File: src/hw/icache_consts.svh
// Instruction cache geometry
`ifndef ICACHE_CONSTS_SVH
`define ICACHE_CONSTS_SVH

// ----------------------------------------------------------------------
// Base geometry
// ----------------------------------------------------------------------
// Ways per set
`define IC_NUM_WAYS    2
// Sets in each way
`define IC_NUM_SETS    8
// Instructions per line
`define IC_LINE_WORDS  4
// Instruction width in bits
`define IC_ILEN        32
// Instructions returned by one fetch
`define IC_FETCH_NUM   2
// Physical address width
`define IC_PLEN        32

// ----------------------------------------------------------------------
// Derived widths
// ----------------------------------------------------------------------
`define IC_WAY_W       $clog2(`IC_NUM_WAYS)
`define IC_SET_W       $clog2(`IC_NUM_SETS)
`define IC_SLOT_W      $clog2(`IC_LINE_WORDS)
`define IC_LINE_W      (`IC_LINE_WORDS * `IC_ILEN)
// Byte offset bits inside a line
`define IC_OFFSET_W    $clog2(`IC_LINE_W / 8)
`define IC_LINE_ADDR_W (`IC_PLEN - `IC_OFFSET_W)
`define IC_TAG_W       (`IC_LINE_ADDR_W - `IC_SET_W)

`endif
File: src/hw/icache_pkg.sv
// Instruction cache types
`include "icache_consts.svh"

package icache_pkg;

  // ----------------------------------------------------------------------
  // Address and data widths
  // ----------------------------------------------------------------------
  typedef logic [`IC_PLEN-1:0]        pc_t;
  // PC without the line offset
  typedef logic [`IC_LINE_ADDR_W-1:0] line_addr_t;
  typedef logic [`IC_SET_W-1:0]       set_idx_t;
  typedef logic [`IC_TAG_W-1:0]       tag_t;
  typedef logic [`IC_WAY_W-1:0]       way_idx_t;
  // Instruction position inside a line
  typedef logic [`IC_SLOT_W-1:0]      slot_t;
  typedef logic [`IC_ILEN-1:0]        instr_t;
  typedef logic [`IC_LINE_W-1:0]      line_t;

  // ----------------------------------------------------------------------
  // Channel payloads
  // ----------------------------------------------------------------------
  typedef struct packed {
    pc_t pc;
  } fetch_req_t;

  // Entry 0 is the instruction at pc
  typedef struct packed {
    instr_t [`IC_FETCH_NUM-1:0] instrs;
  } fetch_rsp_t;

  typedef struct packed {
    line_addr_t line_addr;
  } mem_req_t;

  typedef struct packed {
    line_t data;
  } mem_rsp_t;

  // Controller states
  typedef enum logic [1:0] {
    IDLE,
    LOOKUP,
    MISS_REQ,
    MISS_WAIT
  } ic_state_e;

endpackage

File: src/hw/icache_top.sv
// Instruction cache top level
`timescale 1ns/1ps
`include "icache_consts.svh"

module icache_top
  import icache_pkg::*;
(
  input  logic       clk_i,
  input  logic       rst_ni,
  // Fetch request
  input  logic       req_valid_i,
  output logic       req_ready_o,
  input  fetch_req_t req_i,
  // Fetch response
  output logic       rsp_valid_o,
  input  logic       rsp_ready_i,
  output fetch_rsp_t rsp_o,
  // Memory request
  output logic       mem_req_valid_o,
  input  logic       mem_req_ready_i,
  output mem_req_t   mem_req_o,
  // Refill
  input  logic       mem_rsp_valid_i,
  output logic       mem_rsp_ready_o,
  input  mem_rsp_t   mem_rsp_i
);

  // Array addressing and refill write
  set_idx_t                 rd_set_a;
  set_idx_t                 rd_set_b;
  set_idx_t                 wr_set;
  logic  [`IC_NUM_WAYS-1:0] wr_way_mask;
  tag_t                     wr_tag;
  line_t                    wr_line;
  // Array read data
  tag_t  [`IC_NUM_WAYS-1:0] tags_a;
  tag_t  [`IC_NUM_WAYS-1:0] tags_b;
  logic  [`IC_NUM_WAYS-1:0] valid_a;
  logic  [`IC_NUM_WAYS-1:0] valid_b;
  line_t [`IC_NUM_WAYS-1:0] lines_a;
  line_t [`IC_NUM_WAYS-1:0] lines_b;
  // Lookup results
  tag_t                     exp_tag_a;
  tag_t                     exp_tag_b;
  slot_t                    start_slot;
  logic                     cross_line;
  logic                     hit_a;
  logic                     hit_b;
  fetch_rsp_t               instrs;
  logic                     miss_on_b;
  way_idx_t                 victim_way;

  icache_ctrl u_ctrl (
    .clk_i,
    .rst_ni,
    .req_valid_i,
    .req_ready_o,
    .req_i,
    .rsp_valid_o,
    .rsp_ready_i,
    .rsp_o,
    .mem_req_valid_o,
    .mem_req_ready_i,
    .mem_req_o,
    .mem_rsp_valid_i,
    .mem_rsp_ready_o,
    .mem_rsp_i,
    .rd_set_a_o    (rd_set_a),
    .rd_set_b_o    (rd_set_b),
    .wr_set_o      (wr_set),
    .wr_way_mask_o (wr_way_mask),
    .wr_tag_o      (wr_tag),
    .wr_line_o     (wr_line),
    .exp_tag_a_o   (exp_tag_a),
    .exp_tag_b_o   (exp_tag_b),
    .start_slot_o  (start_slot),
    .cross_line_o  (cross_line),
    .hit_a_i       (hit_a),
    .hit_b_i       (hit_b),
    .instrs_i      (instrs),
    .victim_way_i  (victim_way),
    .miss_on_b_o   (miss_on_b)
  );

  icache_arrays u_arrays (
    .clk_i,
    .rst_ni,
    .rd_set_a_i    (rd_set_a),
    .rd_set_b_i    (rd_set_b),
    .wr_set_i      (wr_set),
    .wr_way_mask_i (wr_way_mask),
    .wr_tag_i      (wr_tag),
    .wr_line_i     (wr_line),
    .tags_a_o      (tags_a),
    .tags_b_o      (tags_b),
    .valid_a_o     (valid_a),
    .valid_b_o     (valid_b),
    .lines_a_o     (lines_a),
    .lines_b_o     (lines_b)
  );

  icache_fetch_align u_align (
    .tags_a_i      (tags_a),
    .tags_b_i      (tags_b),
    .valid_a_i     (valid_a),
    .valid_b_i     (valid_b),
    .lines_a_i     (lines_a),
    .lines_b_i     (lines_b),
    .exp_tag_a_i   (exp_tag_a),
    .exp_tag_b_i   (exp_tag_b),
    .start_slot_i  (start_slot),
    .cross_line_i  (cross_line),
    .hit_a_o       (hit_a),
    .hit_b_o       (hit_b),
    .instrs_o      (instrs)
  );

  icache_victim_sel u_victim (
    .clk_i,
    .rst_ni,
    .valid_a_i     (valid_a),
    .valid_b_i     (valid_b),
    .miss_on_b_i   (miss_on_b),
    .victim_way_o  (victim_way)
  );

endmodule

File: src/hw/icache_ctrl.sv
// Instruction cache controller
`timescale 1ns/1ps
`include "icache_consts.svh"

module icache_ctrl
  import icache_pkg::*;
(
  input  logic                    clk_i,
  input  logic                    rst_ni,
  // Fetch request
  input  logic                    req_valid_i,
  output logic                    req_ready_o,
  input  fetch_req_t              req_i,
  // Fetch response
  output logic                    rsp_valid_o,
  input  logic                    rsp_ready_i,
  output fetch_rsp_t              rsp_o,
  // Memory request
  output logic                    mem_req_valid_o,
  input  logic                    mem_req_ready_i,
  output mem_req_t                mem_req_o,
  // Refill
  input  logic                    mem_rsp_valid_i,
  output logic                    mem_rsp_ready_o,
  input  mem_rsp_t                mem_rsp_i,
  // Array control
  output set_idx_t                rd_set_a_o,
  output set_idx_t                rd_set_b_o,
  output set_idx_t                wr_set_o,
  output logic [`IC_NUM_WAYS-1:0] wr_way_mask_o,
  output tag_t                    wr_tag_o,
  output line_t                   wr_line_o,
  // Aligner and victim selector
  output tag_t                    exp_tag_a_o,
  output tag_t                    exp_tag_b_o,
  output slot_t                   start_slot_o,
  output logic                    cross_line_o,
  input  logic                    hit_a_i,
  input  logic                    hit_b_i,
  input  fetch_rsp_t              instrs_i,
  input  way_idx_t                victim_way_i,
  output logic                    miss_on_b_o
);

  ic_state_e  state_q;
  ic_state_e  state_d;
  logic       accept;
  logic       hit_all;
  // PC decode of the incoming request
  line_addr_t req_line_a;
  line_addr_t req_line_b;
  slot_t      req_slot;
  logic       req_cross;
  // Request context
  line_addr_t line_a_q;
  line_addr_t line_b;
  slot_t      start_slot_q;
  logic       cross_line_q;
  // Miss context
  line_addr_t miss_line_q;
  way_idx_t   miss_way_q;
  // Output registers
  logic       rsp_valid_q;
  fetch_rsp_t rsp_q;
  logic       mem_req_valid_q;

  function automatic set_idx_t set_of(line_addr_t line);
    return line[`IC_SET_W-1:0];
  endfunction

  function automatic tag_t tag_of(line_addr_t line);
    return line[`IC_LINE_ADDR_W-1:`IC_SET_W];
  endfunction

  // ----------------------------------------------------------------------
  // PC decode and read addressing
  // ----------------------------------------------------------------------
  assign req_line_a = req_i.pc[`IC_PLEN-1:`IC_OFFSET_W];
  assign req_line_b = req_line_a + 1'b1;
  assign req_slot   = req_i.pc[`IC_OFFSET_W-1 -: `IC_SLOT_W];
  // Fetch runs past the end of line A
  assign req_cross  = int'(req_slot) > (`IC_LINE_WORDS - `IC_FETCH_NUM);

  assign req_ready_o = (state_q == IDLE) && !rsp_valid_q;
  assign accept      = req_valid_i && req_ready_o;

  // Decoded sets go straight to the arrays in the accept cycle
  assign line_b     = line_a_q + 1'b1;
  assign rd_set_a_o = accept ? set_of(req_line_a) : set_of(line_a_q);
  assign rd_set_b_o = accept ? set_of(req_line_b) : set_of(line_b);

  assign exp_tag_a_o  = tag_of(line_a_q);
  assign exp_tag_b_o  = tag_of(line_b);
  assign start_slot_o = start_slot_q;
  assign cross_line_o = cross_line_q;

  // Line A hit on a cross-line fetch, so line B missed
  assign miss_on_b_o = hit_a_i && cross_line_q;
  assign hit_all     = hit_a_i && (!cross_line_q || hit_b_i);

  // ----------------------------------------------------------------------
  // Channel outputs and refill write
  // ----------------------------------------------------------------------
  assign rsp_valid_o         = rsp_valid_q;
  assign rsp_o               = rsp_q;
  assign mem_req_valid_o     = mem_req_valid_q;
  assign mem_req_o.line_addr = miss_line_q;
  assign mem_rsp_ready_o     = (state_q == MISS_WAIT);

  assign wr_set_o  = set_of(miss_line_q);
  assign wr_tag_o  = tag_of(miss_line_q);
  assign wr_line_o = mem_rsp_i.data;

  always_comb begin
    wr_way_mask_o             = '0;
    wr_way_mask_o[miss_way_q] = (state_q == MISS_WAIT) && mem_rsp_valid_i;
  end

  // ----------------------------------------------------------------------
  // State machine
  // ----------------------------------------------------------------------
  always_comb begin
    state_d = state_q;
    case (state_q)
      IDLE:      if (accept) state_d = LOOKUP;
      LOOKUP:    state_d = hit_all ? IDLE : MISS_REQ;
      MISS_REQ:  if (mem_req_valid_q && mem_req_ready_i) state_d = MISS_WAIT;
      // Lookup again once the line is written
      MISS_WAIT: if (mem_rsp_valid_i) state_d = LOOKUP;
      default:   state_d = IDLE;
    endcase
  end

  always_ff @(posedge clk_i or negedge rst_ni) begin
    if (!rst_ni) begin
      state_q         <= IDLE;
      rsp_valid_q     <= 1'b0;
      mem_req_valid_q <= 1'b0;
    end else begin
      state_q <= state_d;
      // Response held until taken
      if (state_q == LOOKUP && hit_all) begin
        rsp_valid_q <= 1'b1;
      end else if (rsp_ready_i) begin
        rsp_valid_q <= 1'b0;
      end
      // Memory request raised one cycle into MISS_REQ
      if (state_q == MISS_REQ && !mem_req_valid_q) begin
        mem_req_valid_q <= 1'b1;
      end else if (mem_req_ready_i) begin
        mem_req_valid_q <= 1'b0;
      end
    end
  end

  // ----------------------------------------------------------------------
  // Request, miss and response payload
  // ----------------------------------------------------------------------
  always_ff @(posedge clk_i) begin
    if (accept) begin
      line_a_q     <= req_line_a;
      start_slot_q <= req_slot;
      cross_line_q <= req_cross;
    end
    if (state_q == LOOKUP) begin
      if (hit_all) begin
        rsp_q <= instrs_i;
      end else begin
        miss_line_q <= miss_on_b_o ? line_b : line_a_q;
        miss_way_q  <= victim_way_i;
      end
    end
  end

endmodule

File: src/hw/icache_fetch_align.sv
// Hit check and fetch assembly
`timescale 1ns/1ps
`include "icache_consts.svh"

module icache_fetch_align
  import icache_pkg::*;
(
  input  tag_t  [`IC_NUM_WAYS-1:0] tags_a_i,
  input  tag_t  [`IC_NUM_WAYS-1:0] tags_b_i,
  input  logic  [`IC_NUM_WAYS-1:0] valid_a_i,
  input  logic  [`IC_NUM_WAYS-1:0] valid_b_i,
  input  line_t [`IC_NUM_WAYS-1:0] lines_a_i,
  input  line_t [`IC_NUM_WAYS-1:0] lines_b_i,
  input  tag_t                     exp_tag_a_i,
  input  tag_t                     exp_tag_b_i,
  input  slot_t                    start_slot_i,
  input  logic                     cross_line_i,
  output logic                     hit_a_o,
  output logic                     hit_b_o,
  output fetch_rsp_t               instrs_o
);

  way_idx_t                    way_a;
  way_idx_t                    way_b;
  instr_t [`IC_LINE_WORDS-1:0] words_a;
  instr_t [`IC_LINE_WORDS-1:0] words_b;

  // ----------------------------------------------------------------------
  // Tag compare
  // ----------------------------------------------------------------------
  // Lowest hitting way wins on each port
  always_comb begin
    hit_a_o = 1'b0;
    hit_b_o = 1'b0;
    way_a   = '0;
    way_b   = '0;
    for (int w = `IC_NUM_WAYS - 1; w >= 0; w--) begin
      if (valid_a_i[w] && (tags_a_i[w] == exp_tag_a_i)) begin
        hit_a_o = 1'b1;
        way_a   = way_idx_t'(w);
      end
      if (valid_b_i[w] && (tags_b_i[w] == exp_tag_b_i)) begin
        hit_b_o = 1'b1;
        way_b   = way_idx_t'(w);
      end
    end
  end

  // Hitting lines split into instruction words
  assign words_a = lines_a_i[way_a];
  assign words_b = lines_b_i[way_b];

  // ----------------------------------------------------------------------
  // Instruction assembly
  // ----------------------------------------------------------------------
  always_comb begin
    slot_t slot;
    instrs_o = '0;
    for (int i = 0; i < `IC_FETCH_NUM; i++) begin
      // Slot index wraps into line B
      slot = start_slot_i + slot_t'(i);
      if (cross_line_i && (int'(start_slot_i) + i >= `IC_LINE_WORDS)) begin
        instrs_o.instrs[i] = words_b[slot];
      end else begin
        instrs_o.instrs[i] = words_a[slot];
      end
    end
  end

endmodule

File: src/hw/icache_victim_sel.sv
// Refill way selection
`timescale 1ns/1ps
`include "icache_consts.svh"

module icache_victim_sel
  import icache_pkg::*;
(
  input  logic                    clk_i,
  input  logic                    rst_ni,
  input  logic [`IC_NUM_WAYS-1:0] valid_a_i,
  input  logic [`IC_NUM_WAYS-1:0] valid_b_i,
  input  logic                    miss_on_b_i,
  output way_idx_t                victim_way_o
);

  logic [3:0]              lfsr_q;
  logic [`IC_NUM_WAYS-1:0] valid_sel;

  // ----------------------------------------------------------------------
  // Free-running LFSR
  // ----------------------------------------------------------------------
  // Polynomial x^4 + x^3 + 1, period 15
  always_ff @(posedge clk_i or negedge rst_ni) begin
    if (!rst_ni) begin
      lfsr_q <= 4'h1;
    end else begin
      lfsr_q <= {lfsr_q[2:0], lfsr_q[3] ^ lfsr_q[2]};
    end
  end

  // ----------------------------------------------------------------------
  // Victim choice
  // ----------------------------------------------------------------------
  // Valid bits of the set that missed
  assign valid_sel = miss_on_b_i ? valid_b_i : valid_a_i;

  always_comb begin
    // Random way when the set is full
    victim_way_o = lfsr_q[`IC_WAY_W-1:0];
    // Downward scan so the lowest invalid way wins
    for (int w = `IC_NUM_WAYS - 1; w >= 0; w--) begin
      if (!valid_sel[w]) begin
        victim_way_o = way_idx_t'(w);
      end
    end
  end

endmodule

File: src/hw/icache_arrays.sv
// Cache tag and data arrays
`timescale 1ns/1ps
`include "icache_consts.svh"

module icache_arrays
  import icache_pkg::*;
(
  input  logic                         clk_i,
  input  logic                         rst_ni,
  input  set_idx_t                     rd_set_a_i,
  input  set_idx_t                     rd_set_b_i,
  input  set_idx_t                     wr_set_i,
  input  logic  [`IC_NUM_WAYS-1:0]     wr_way_mask_i,
  input  tag_t                         wr_tag_i,
  input  line_t                        wr_line_i,
  output tag_t  [`IC_NUM_WAYS-1:0]     tags_a_o,
  output tag_t  [`IC_NUM_WAYS-1:0]     tags_b_o,
  output logic  [`IC_NUM_WAYS-1:0]     valid_a_o,
  output logic  [`IC_NUM_WAYS-1:0]     valid_b_o,
  output line_t [`IC_NUM_WAYS-1:0]     lines_a_o,
  output line_t [`IC_NUM_WAYS-1:0]     lines_b_o
);

  // Storage per way and set
  tag_t                    tag_mem  [`IC_NUM_WAYS][`IC_NUM_SETS];
  line_t                   data_mem [`IC_NUM_WAYS][`IC_NUM_SETS];
  logic [`IC_NUM_SETS-1:0] valid_q  [`IC_NUM_WAYS];

  // Read ports, entry 0 is port A and entry 1 is port B
  set_idx_t                 rd_set     [2];
  logic  [`IC_NUM_WAYS-1:0] byp        [2];
  tag_t  [`IC_NUM_WAYS-1:0] rd_tags_q  [2];
  logic  [`IC_NUM_WAYS-1:0] rd_valid_q [2];
  line_t [`IC_NUM_WAYS-1:0] rd_lines_q [2];

  assign rd_set[0] = rd_set_a_i;
  assign rd_set[1] = rd_set_b_i;

  assign tags_a_o  = rd_tags_q[0];
  assign tags_b_o  = rd_tags_q[1];
  assign valid_a_o = rd_valid_q[0];
  assign valid_b_o = rd_valid_q[1];
  assign lines_a_o = rd_lines_q[0];
  assign lines_b_o = rd_lines_q[1];

  // ----------------------------------------------------------------------
  // Refill write port
  // ----------------------------------------------------------------------
  always_ff @(posedge clk_i) begin
    for (int w = 0; w < `IC_NUM_WAYS; w++) begin
      if (wr_way_mask_i[w]) begin
        tag_mem[w][wr_set_i]  <= wr_tag_i;
        data_mem[w][wr_set_i] <= wr_line_i;
      end
    end
  end

  // Valid bits start cleared, a refill marks its way
  always_ff @(posedge clk_i or negedge rst_ni) begin
    if (!rst_ni) begin
      for (int w = 0; w < `IC_NUM_WAYS; w++) begin
        valid_q[w] <= '0;
      end
    end else begin
      for (int w = 0; w < `IC_NUM_WAYS; w++) begin
        if (wr_way_mask_i[w]) begin
          valid_q[w][wr_set_i] <= 1'b1;
        end
      end
    end
  end

  // ----------------------------------------------------------------------
  // Registered read ports
  // ----------------------------------------------------------------------
  // A write to the set being read is returned on the same edge
  always_comb begin
    for (int p = 0; p < 2; p++) begin
      byp[p] = wr_way_mask_i & {`IC_NUM_WAYS{wr_set_i == rd_set[p]}};
    end
  end

  for (genvar p = 0; p < 2; p++) begin : g_port
    always_ff @(posedge clk_i) begin
      for (int w = 0; w < `IC_NUM_WAYS; w++) begin
        rd_tags_q[p][w]  <= byp[p][w] ? wr_tag_i : tag_mem[w][rd_set[p]];
        rd_lines_q[p][w] <= byp[p][w] ? wr_line_i : data_mem[w][rd_set[p]];
      end
    end

    always_ff @(posedge clk_i or negedge rst_ni) begin
      if (!rst_ni) begin
        rd_valid_q[p] <= '0;
      end else begin
        for (int w = 0; w < `IC_NUM_WAYS; w++) begin
          rd_valid_q[p][w] <= byp[p][w] | valid_q[w][rd_set[p]];
        end
      end
    end
  end

endmodule

File: config.mk
export PLATFORM = sky130hd
export DESIGN_NAME = icache_top
export DESIGN_NICKNAME = d
export VERILOG_FILES = /design/src/hw/icache_pkg.sv /design/src/hw/icache_top.sv /design/src/hw/icache_ctrl.sv /design/src/hw/icache_fetch_align.sv /design/src/hw/icache_victim_sel.sv /design/src/hw/icache_arrays.sv
export VERILOG_INCLUDE_DIRS = /design/src /design/src/hw
export SDC_FILE = /design/constraint.sdc
export NUM_CORES = 2
export LEC_CHECK = 0
export ABC_AREA = 0
export BUFFER_PORTS_ARGS = -buffer_cell sky130_fd_sc_hd__buf_4
export CAP_MARGIN = 20
export CORE_MARGIN = 2
export CORE_UTILIZATION = 25
export CTS_CLUSTER_DIAMETER = 200
export DETAILED_ROUTE_END_ITERATION = 6
export PLACE_DENSITY_LB_ADDON = 0.15
export SETUP_SLACK_MARGIN = 0.4
export SLEW_MARGIN = 20
export SYNTH_ARGS = -nofsm -noshare
export SYNTH_HDL_FRONTEND = slang
export SYNTH_HIERARCHICAL = 1
export SYNTH_SLANG_ARGS = --single-unit
export TNS_END_PERCENT = 10
File: constraint.sdc
create_clock -name clk_i -period 25.4 [get_ports clk_i]
set_clock_uncertainty 0.05 [all_clocks]
set_input_delay 1.27 -clock clk_i [delete_from_list [all_inputs] [get_ports clk_i]]
set_output_delay 1.27 -clock clk_i [all_outputs]
set_load 0.005 [all_outputs]
Yosys cells after proc, flatten, opt, wreduce, memory -nomap -nowiden
Memory sizes are Yosys's and may differ from the RTL's.
Cells that the tools add are included.
Widths: inputs -> output; s select.
{"block": "op_classes", "magnitude_cmp": 17, "n_addsub": 4, "n_reduce_logical": 29, "n_eq_ne": 12, "n_mux": 94, "bitwise_logic": 14}
{"operator": "$mux 1024", "n": 4}
{"operator": "$mux 128", "n": 17}
{"operator": "$bmux 128 s3", "n": 4}
{"operator": "$reduce_or 1024->1", "n": 1}
{"operator": "$mux 200", "n": 4}
{"operator": "$demux 128 s3", "n": 1}
{"operator": "$mux 25", "n": 13}
{"operator": "$bmux 25 s3", "n": 4}
{"operator": "$bmux 32 s2", "n": 4}
{"operator": "$reduce_or 200->1", "n": 1}
{"operator": "$mux 32", "n": 6}
{"operator": "$eq 25x25->1", "n": 4}
{"operator": "$demux 25 s3", "n": 1}
{"operator": "$ge 32x4->1 const B", "n": 1}
{"operator": "$add 28x1->28 const B", "n": 1}
{"operator": "$mux 28", "n": 1}
{"operator": "$mux 1", "n": 21}
{"operator": "$logic_and 1x1->1", "n": 17}
{"operator": "$or 8x8->8", "n": 2}
{"operator": "$bmux 1 s3", "n": 4}
{"operator": "$ge 4x4->1 const B", "n": 3}
{"operator": "$lt 3x4->1 const B", "n": 3}
{"operator": "$not 3->4", "n": 3}
{"operator": "$mux 2", "n": 5}
{"operator": "29 further kinds", "n": 45}
{"block": "totals", "input_bits": 166, "wordCells": 189, "mem_bits_rw": 3060, "output_inout_bits": 96, "memories": 4, "ff_bits": 152}
{"name": "u_arrays.data_mem", "words": 2, "width": 1024, "rd": 2, "rd_clocked_by_memory_dff": 0, "write_ports": 1, "line_no": "icache_arrays.sv:26", "rtl": "line_t data_mem [`IC_NUM_WAYS][`IC_NUM_SETS];"}
{"name": "u_arrays.rd_lines_q", "words": 2, "width": 256, "rd": 2, "rd_clocked_by_memory_dff": 0, "write_ports": 2, "line_no": "icache_arrays.sv:34", "rtl": "line_t [`IC_NUM_WAYS-1:0] rd_lines_q [2];"}
{"name": "u_arrays.tag_mem", "words": 2, "width": 200, "rd": 2, "rd_clocked_by_memory_dff": 0, "write_ports": 1, "line_no": "icache_arrays.sv:25", "rtl": "tag_t tag_mem [`IC_NUM_WAYS][`IC_NUM_SETS];"}
{"name": "u_arrays.rd_tags_q", "words": 2, "width": 50, "rd": 2, "rd_clocked_by_memory_dff": 0, "write_ports": 2, "line_no": "icache_arrays.sv:32", "rtl": "tag_t [`IC_NUM_WAYS-1:0] rd_tags_q [2];"}

Longest topological paths before layout
{"block": "logic_depth", "word_depth": 10, "depth_mapped": 17, "mapped_depth_nobuf": 14}

Cells and area by module
Netlist, hierarchy kept.
{"mod": "icache_arrays", "seq_area_each_um2": 86262.7, "cells_per_inst": 6007, "area_each_um2": 130102.3, "instances": 1}
{"mod": "icache_fetch_align", "seq_area_each_um2": 0.0, "cells_per_inst": 845, "area_each_um2": 7523.5, "instances": 1}
{"mod": "icache_ctrl", "seq_area_each_um2": 3823.7, "cells_per_inst": 502, "area_each_um2": 6451.2, "instances": 1}
{"mod": "icache_victim_sel", "seq_area_each_um2": 101.3, "cells_per_inst": 10, "area_each_um2": 146.4, "instances": 1}

Least setup slack after synthesis
OpenSTA, ideal clock, no wires.
{"block": "synth_path", "kind": "input -> register", "from": "input port mem_rsp_valid_i", "to": "register u_arrays/valid_q[8] in the netlist's numbering", "stages": 5, "arrival_time_ns": 12.915, "setup_time_ns": 0.132, "path_slack_ns": 12.304, "required_time_ns": 25.218, "n_path_buf": 0, "path_cell_list": "nand2_1 nor2_1 nand2b_1 nor3_1 or2_2"}
{"block": "synth_via", "elab_chain_cells": 2}
{"item": "start: declaration", "line_no": "icache_top.sv:23", "rtl": "input logic mem_rsp_valid_i,"}
{"item": "$logic_and 1x1->1", "line_no": "icache_ctrl.sv:116", "rtl": "wr_way_mask_o[miss_way_q] = (state_q == MISS_WAIT) && mem_rsp_valid_i;"}
{"item": "$and 2x2->2 (no source line)"}
{"item": "via wr_way_mask[0]", "line_no": "icache_top.sv:32", "rtl": "logic [`IC_NUM_WAYS-1:0] wr_way_mask;"}
{"item": "end signal: indexed assignment", "line_no": "icache_arrays.sv:62", "rtl": "valid_q[w] <= '0;"}
{"item": "end signal: indexed assignment", "line_no": "icache_arrays.sv:67", "rtl": "valid_q[w][wr_set_i] <= 1'b1;"}
{"item": "end: declaration", "line_no": "icache_arrays.sv:27", "rtl": "logic [`IC_NUM_SETS-1:0] valid_q [`IC_NUM_WAYS];"}
The timed path passes the listed nets, and every way through them passes these cells.
A chain may end at the register's enable or synchronous reset.

==> impl_metrics.tcl <==
set metrics [dict create \
    status "finished clean" \
    rsz0062_at_grt "false" \
    syn-num-nets 7538 \
    yosys_most_used_dff "edfxtp_1" \
    leakage_nw 53.4 \
    async_flop_share_pct 0.872 \
    tightestPinTransition_ps 1180 \
    ys_warn_count 6 \
    drt_iter0_markers 6320 \
    crit_type "register to register" \
    finalSetupViolations 0 \
    cts_tree "yes" \
    grtUsageTotal_pct 18.0 \
    drc_errors 0 \
    synth_compound_area_share_pct 1.27 \
    cts_buffers 383 \
    wl_per_cell_um 34.8 \
    grt_max_degree 100 \
    ys_seq_area_share_pct 62.5 \
    cts_hold_buf 0 \
    cp_max_fo 66 \
    postRouteAntennaNets 0 \
    ir_worst_vdd_v 0.0000785 \
    grt_remaining_overflow 0 \
    cts.repair.resized 0 \
    slew_headroom_pct 21.3 \
    hpwl_um 321000 \
    io_pins 262 \
    ys_types 64 \
    worstSetupStartpointType "register" \
    fin_nets 7694 \
    portBuffers 259 \
    worstSkewPairLatency_ps 1020 \
    fp-row-count 278 \
    hold_path_class "input port to asynchronous set/reset pin" \
    synth_edf_count 2572 \
    htreeDepth 5 \
    power.density_nw_per_um2 103 \
    vias_per_cell 4.97 \
    antenna_found_initial 117 \
    die_w_um 764 \
    total_power_mw 17.3 \
    synth_area_um2 144000 \
    clock_sinks 3212 \
    fmax_ghz 0.122 \
    syn_area_per_cell_um2 19.6 \
    wirelength_um 536000 \
    clock_path_buffers 4 \
    area_growth_pct 15.8 \
    yosys.area_share.simple_pct 1.30 \
    crit_arrival_ps 8980 \
    grt_pass1_wl_um 727000 \
    synthCells 7364 \
    synth_xor_area_share_pct 0.978 \
    die-area_um2 583000 \
    maxCapViolCount 0 \
    gp_congestion 0.773 \
    clk_pin_slew_worst_paths_ps 50 \
    cp-end-kind "register" \
    vias 76700 \
    synth_top_family_by_area "multiplexers" \
    cts_root_buf "clkbuf_16" \
    drive_gt1_share_pct 47.8 \
    drv_slew 0 \
    start_util_pct 25.1 \
    min_period_ps 8200 \
    finalHoldViolCount 0 \
    ys_ff_latch 3212 \
    synth_mux_area_share_pct 31.1 \
    design.core.area_um2 574000 \
    fin_crit_sh_pct 32.3 \
    fin_tns_setup_ps 0 \
    required_ps 26190 \
    synthAdderAreaFrac_pct 0.0694 \
    dr.pass1.iters 5 \
    cts_setup_buffers 0 \
    grt_pass1_vias 80600 \
    die_h_um 764 \
]
through the flow:
step / area (um2) / worst slack, ps / std cells / hold WS [ps] / util, %
after floorplan: 144000 / 12300 / 7364 / 281 / -
after CTS: 167000 / 16770 / 15400 / 81.4 / 29.1
after global routing: 167000 / 16350 / 15400 / 138 / 29.1
after detailed placement: 154000 / 16310 / 14700 / 304 / 26.8
after global placement: 154000 / 16300 / 14700 / 293 / 26.8
final: 167000 / 17200 / 15400 / 169 / 29.1
layer usage:
metal	share of wire (%)	global-route usage, %	vias up
met3	5.7	3.39	717
met5	0.051	0	-
li1	-	-	30900
met2	48	29.6	2247
met1	45	24.8	42800
met4	2.2	3.48	42
where the power goes:
group | internal, mW | total, mW | switching (mW) | leakage, nW
registers | 6.39 | 6.93 | 0.533 | 28.7
logic | 2.26 | 4.64 | 2.38 | 18.3
clock network | 3.36 | 5.71 | 2.35 | 6.41
logic make-up (layout without fill, tap and decap cells):
| group | after synthesis | count (layout) |
|---|---|---|
| buffers and inverters | 742 | 1235 |
| AND/OR/NAND/NOR | 366 | 366 |
| AO/OA/AOI/OAI | 230 | 230 |
| adder cells (fa/ha/maj) | 8 | 8 |
| other | 0 | 17 |
| multiplexers | 2645 | 2645 |
| flip-flops | 3212 | 3212 |
| XOR/XNOR | 161 | 161 |
sequential cells by signal, summed over array words and instances (netlist names), 4 cells and up:
| register | flops |
|---|---|
| u_arrays/rd_lines_q | 512 |
| u_ctrl/rsp_o | 64 |
| u_arrays/tag_mem | 400 |
| u_victim/lfsr_q | 4 |
| u_ctrl/line_a_q | 28 |
| u_arrays/rd_tags_q | 100 |
| u_arrays/valid_q | 16 |
| u_arrays/data_mem | 2048 |
| u_ctrl/mem_req_o | 28 |
area by class of cell:
| type | instances | area (um2) |
|---|---|---|
| fill | 56100 | 407000 |
| sequential | 3212 | 90200 |
| multi-input combinational | 3410 | 50300 |
| clock buffer | 523 | 10700 |
| tap | 7560 | 9460 |
| timing repair buffer | 467 | 3760 |
| clock inverter | 199 | 2370 |
| inverter | 46 | 180 |
| antenna | 17 | 42.5 |
synth_stat cells, types with 3 or more instances:
| cell type | count | area (um2) |
|---|---|---|
| o21ai_0 | 4 | 20.0 |
| nand2_1 | 117 | 439 |
| o22ai_1 | 23 | 144 |
| or2_2 | 16 | 100 |
| mux2_2 | 1276 | 14400 |
| mux2_1 | 3 | 33.8 |
| a31o_2 | 11 | 96.3 |
| buf_6 | 38 | 428 |
| a211oi_1 | 3 | 22.5 |
| inv_1 | 44 | 165 |
| clkbuf_1 | 263 | 987 |
| mux2i_1 | 28 | 280 |
| edfxtp_1 | 2572 | 77200 |
| nor2_1 | 50 | 188 |
| dfxtp_1 | 612 | 12300 |
| nand2b_1 | 17 | 106 |
| buf_4 | 188 | 1410 |
| dfrtp_1 | 27 | 676 |
| nor4_1 | 15 | 93.8 |
| buf_2 | 152 | 761 |
| o211ai_1 | 74 | 556 |
| ha_1 | 8 | 100 |
| o311ai_0 | 4 | 35.0 |
| and3_1 | 16 | 100 |
| and2_1 | 12 | 75.1 |
| buf_1 | 52 | 195 |
| or4_1 | 3 | 22.5 |
| mux4_2 | 1338 | 30100 |
| nor3_2 | 4 | 40.0 |
| nand4_1 | 41 | 257 |
| o22a_1 | 11 | 96.3 |
| xor2_1 | 49 | 429 |
| nand3_1 | 49 | 245 |
| a31oi_1 | 22 | 138 |
| o2111ai_1 | 34 | 298 |
| nor3_1 | 11 | 55.1 |
| o31ai_1 | 17 | 128 |
| a211oi_2 | 14 | 175 |
| nor2b_1 | 3 | 18.8 |
| xnor2_1 | 112 | 981 |
worst paths after layout:
kind / end / cells after the start / slack [ps] / startpoint
setup / recovery: u_arrays/rd_lines_q[1][61] / 14 / 17200 / u_ctrl/state_q[1]
hold / removal: u_ctrl/rsp_valid_o / 1 / 170 / rst_ni
setup reg to reg: u_arrays/rd_lines_q[1][61] / 14 / 17200 / u_ctrl/state_q[1]
hold reg to reg: u_victim/lfsr_q[2] / 0 / 310 / u_victim/lfsr_q[1]
max in group asynchronous: u_victim/lfsr_q[0] / 1 / 24770 / rst_ni
min in group clk_i: u_victim/lfsr_q[2] / 0 / 310 / u_victim/lfsr_q[1]
worst max-delay path: stages, from the launching register on:
cell     delay, ps
dfrtp_1        400
inv_1          120
ha_1           190
nor2b_1        190
nand2_1        430
mux2_8         690
inv_8          600
buf_4          670
buf_4          770
buf_4          760
buf_4          790
buf_4          900
mux4_2         600
mux2_2         270
mux2_2         290
cell usage in the layout, fill, tap and decap left out, types with 14 or more instances in the layout:
master and instances:
buf_4 446, xor2_1 49, mux2i_1 27, bufinv_16 39, clkinv_1 50, clkbuf_1 85
dfxtp_1 612, o2111ai_1 34, clkbuf_8 51, clkbuf_16 387, mux2_2 1272, nand4_1 41
o31ai_1 17, mux4_2 1338, diode_2 17, o211ai_1 74, nor2_1 36, o22ai_1 23
or2_2 16, clkinv_2 77, a31oi_1 22, a211oi_2 14, and3_1 14, nor4_1 14
inv_1 42, nand3_1 48, xnor2_1 112, buf_12 20, dfrtp_1 27, edfxtp_1 2572
nand2b_1 17, nand2_1 115
No activity file was read; power rests on OpenSTA's default activity.
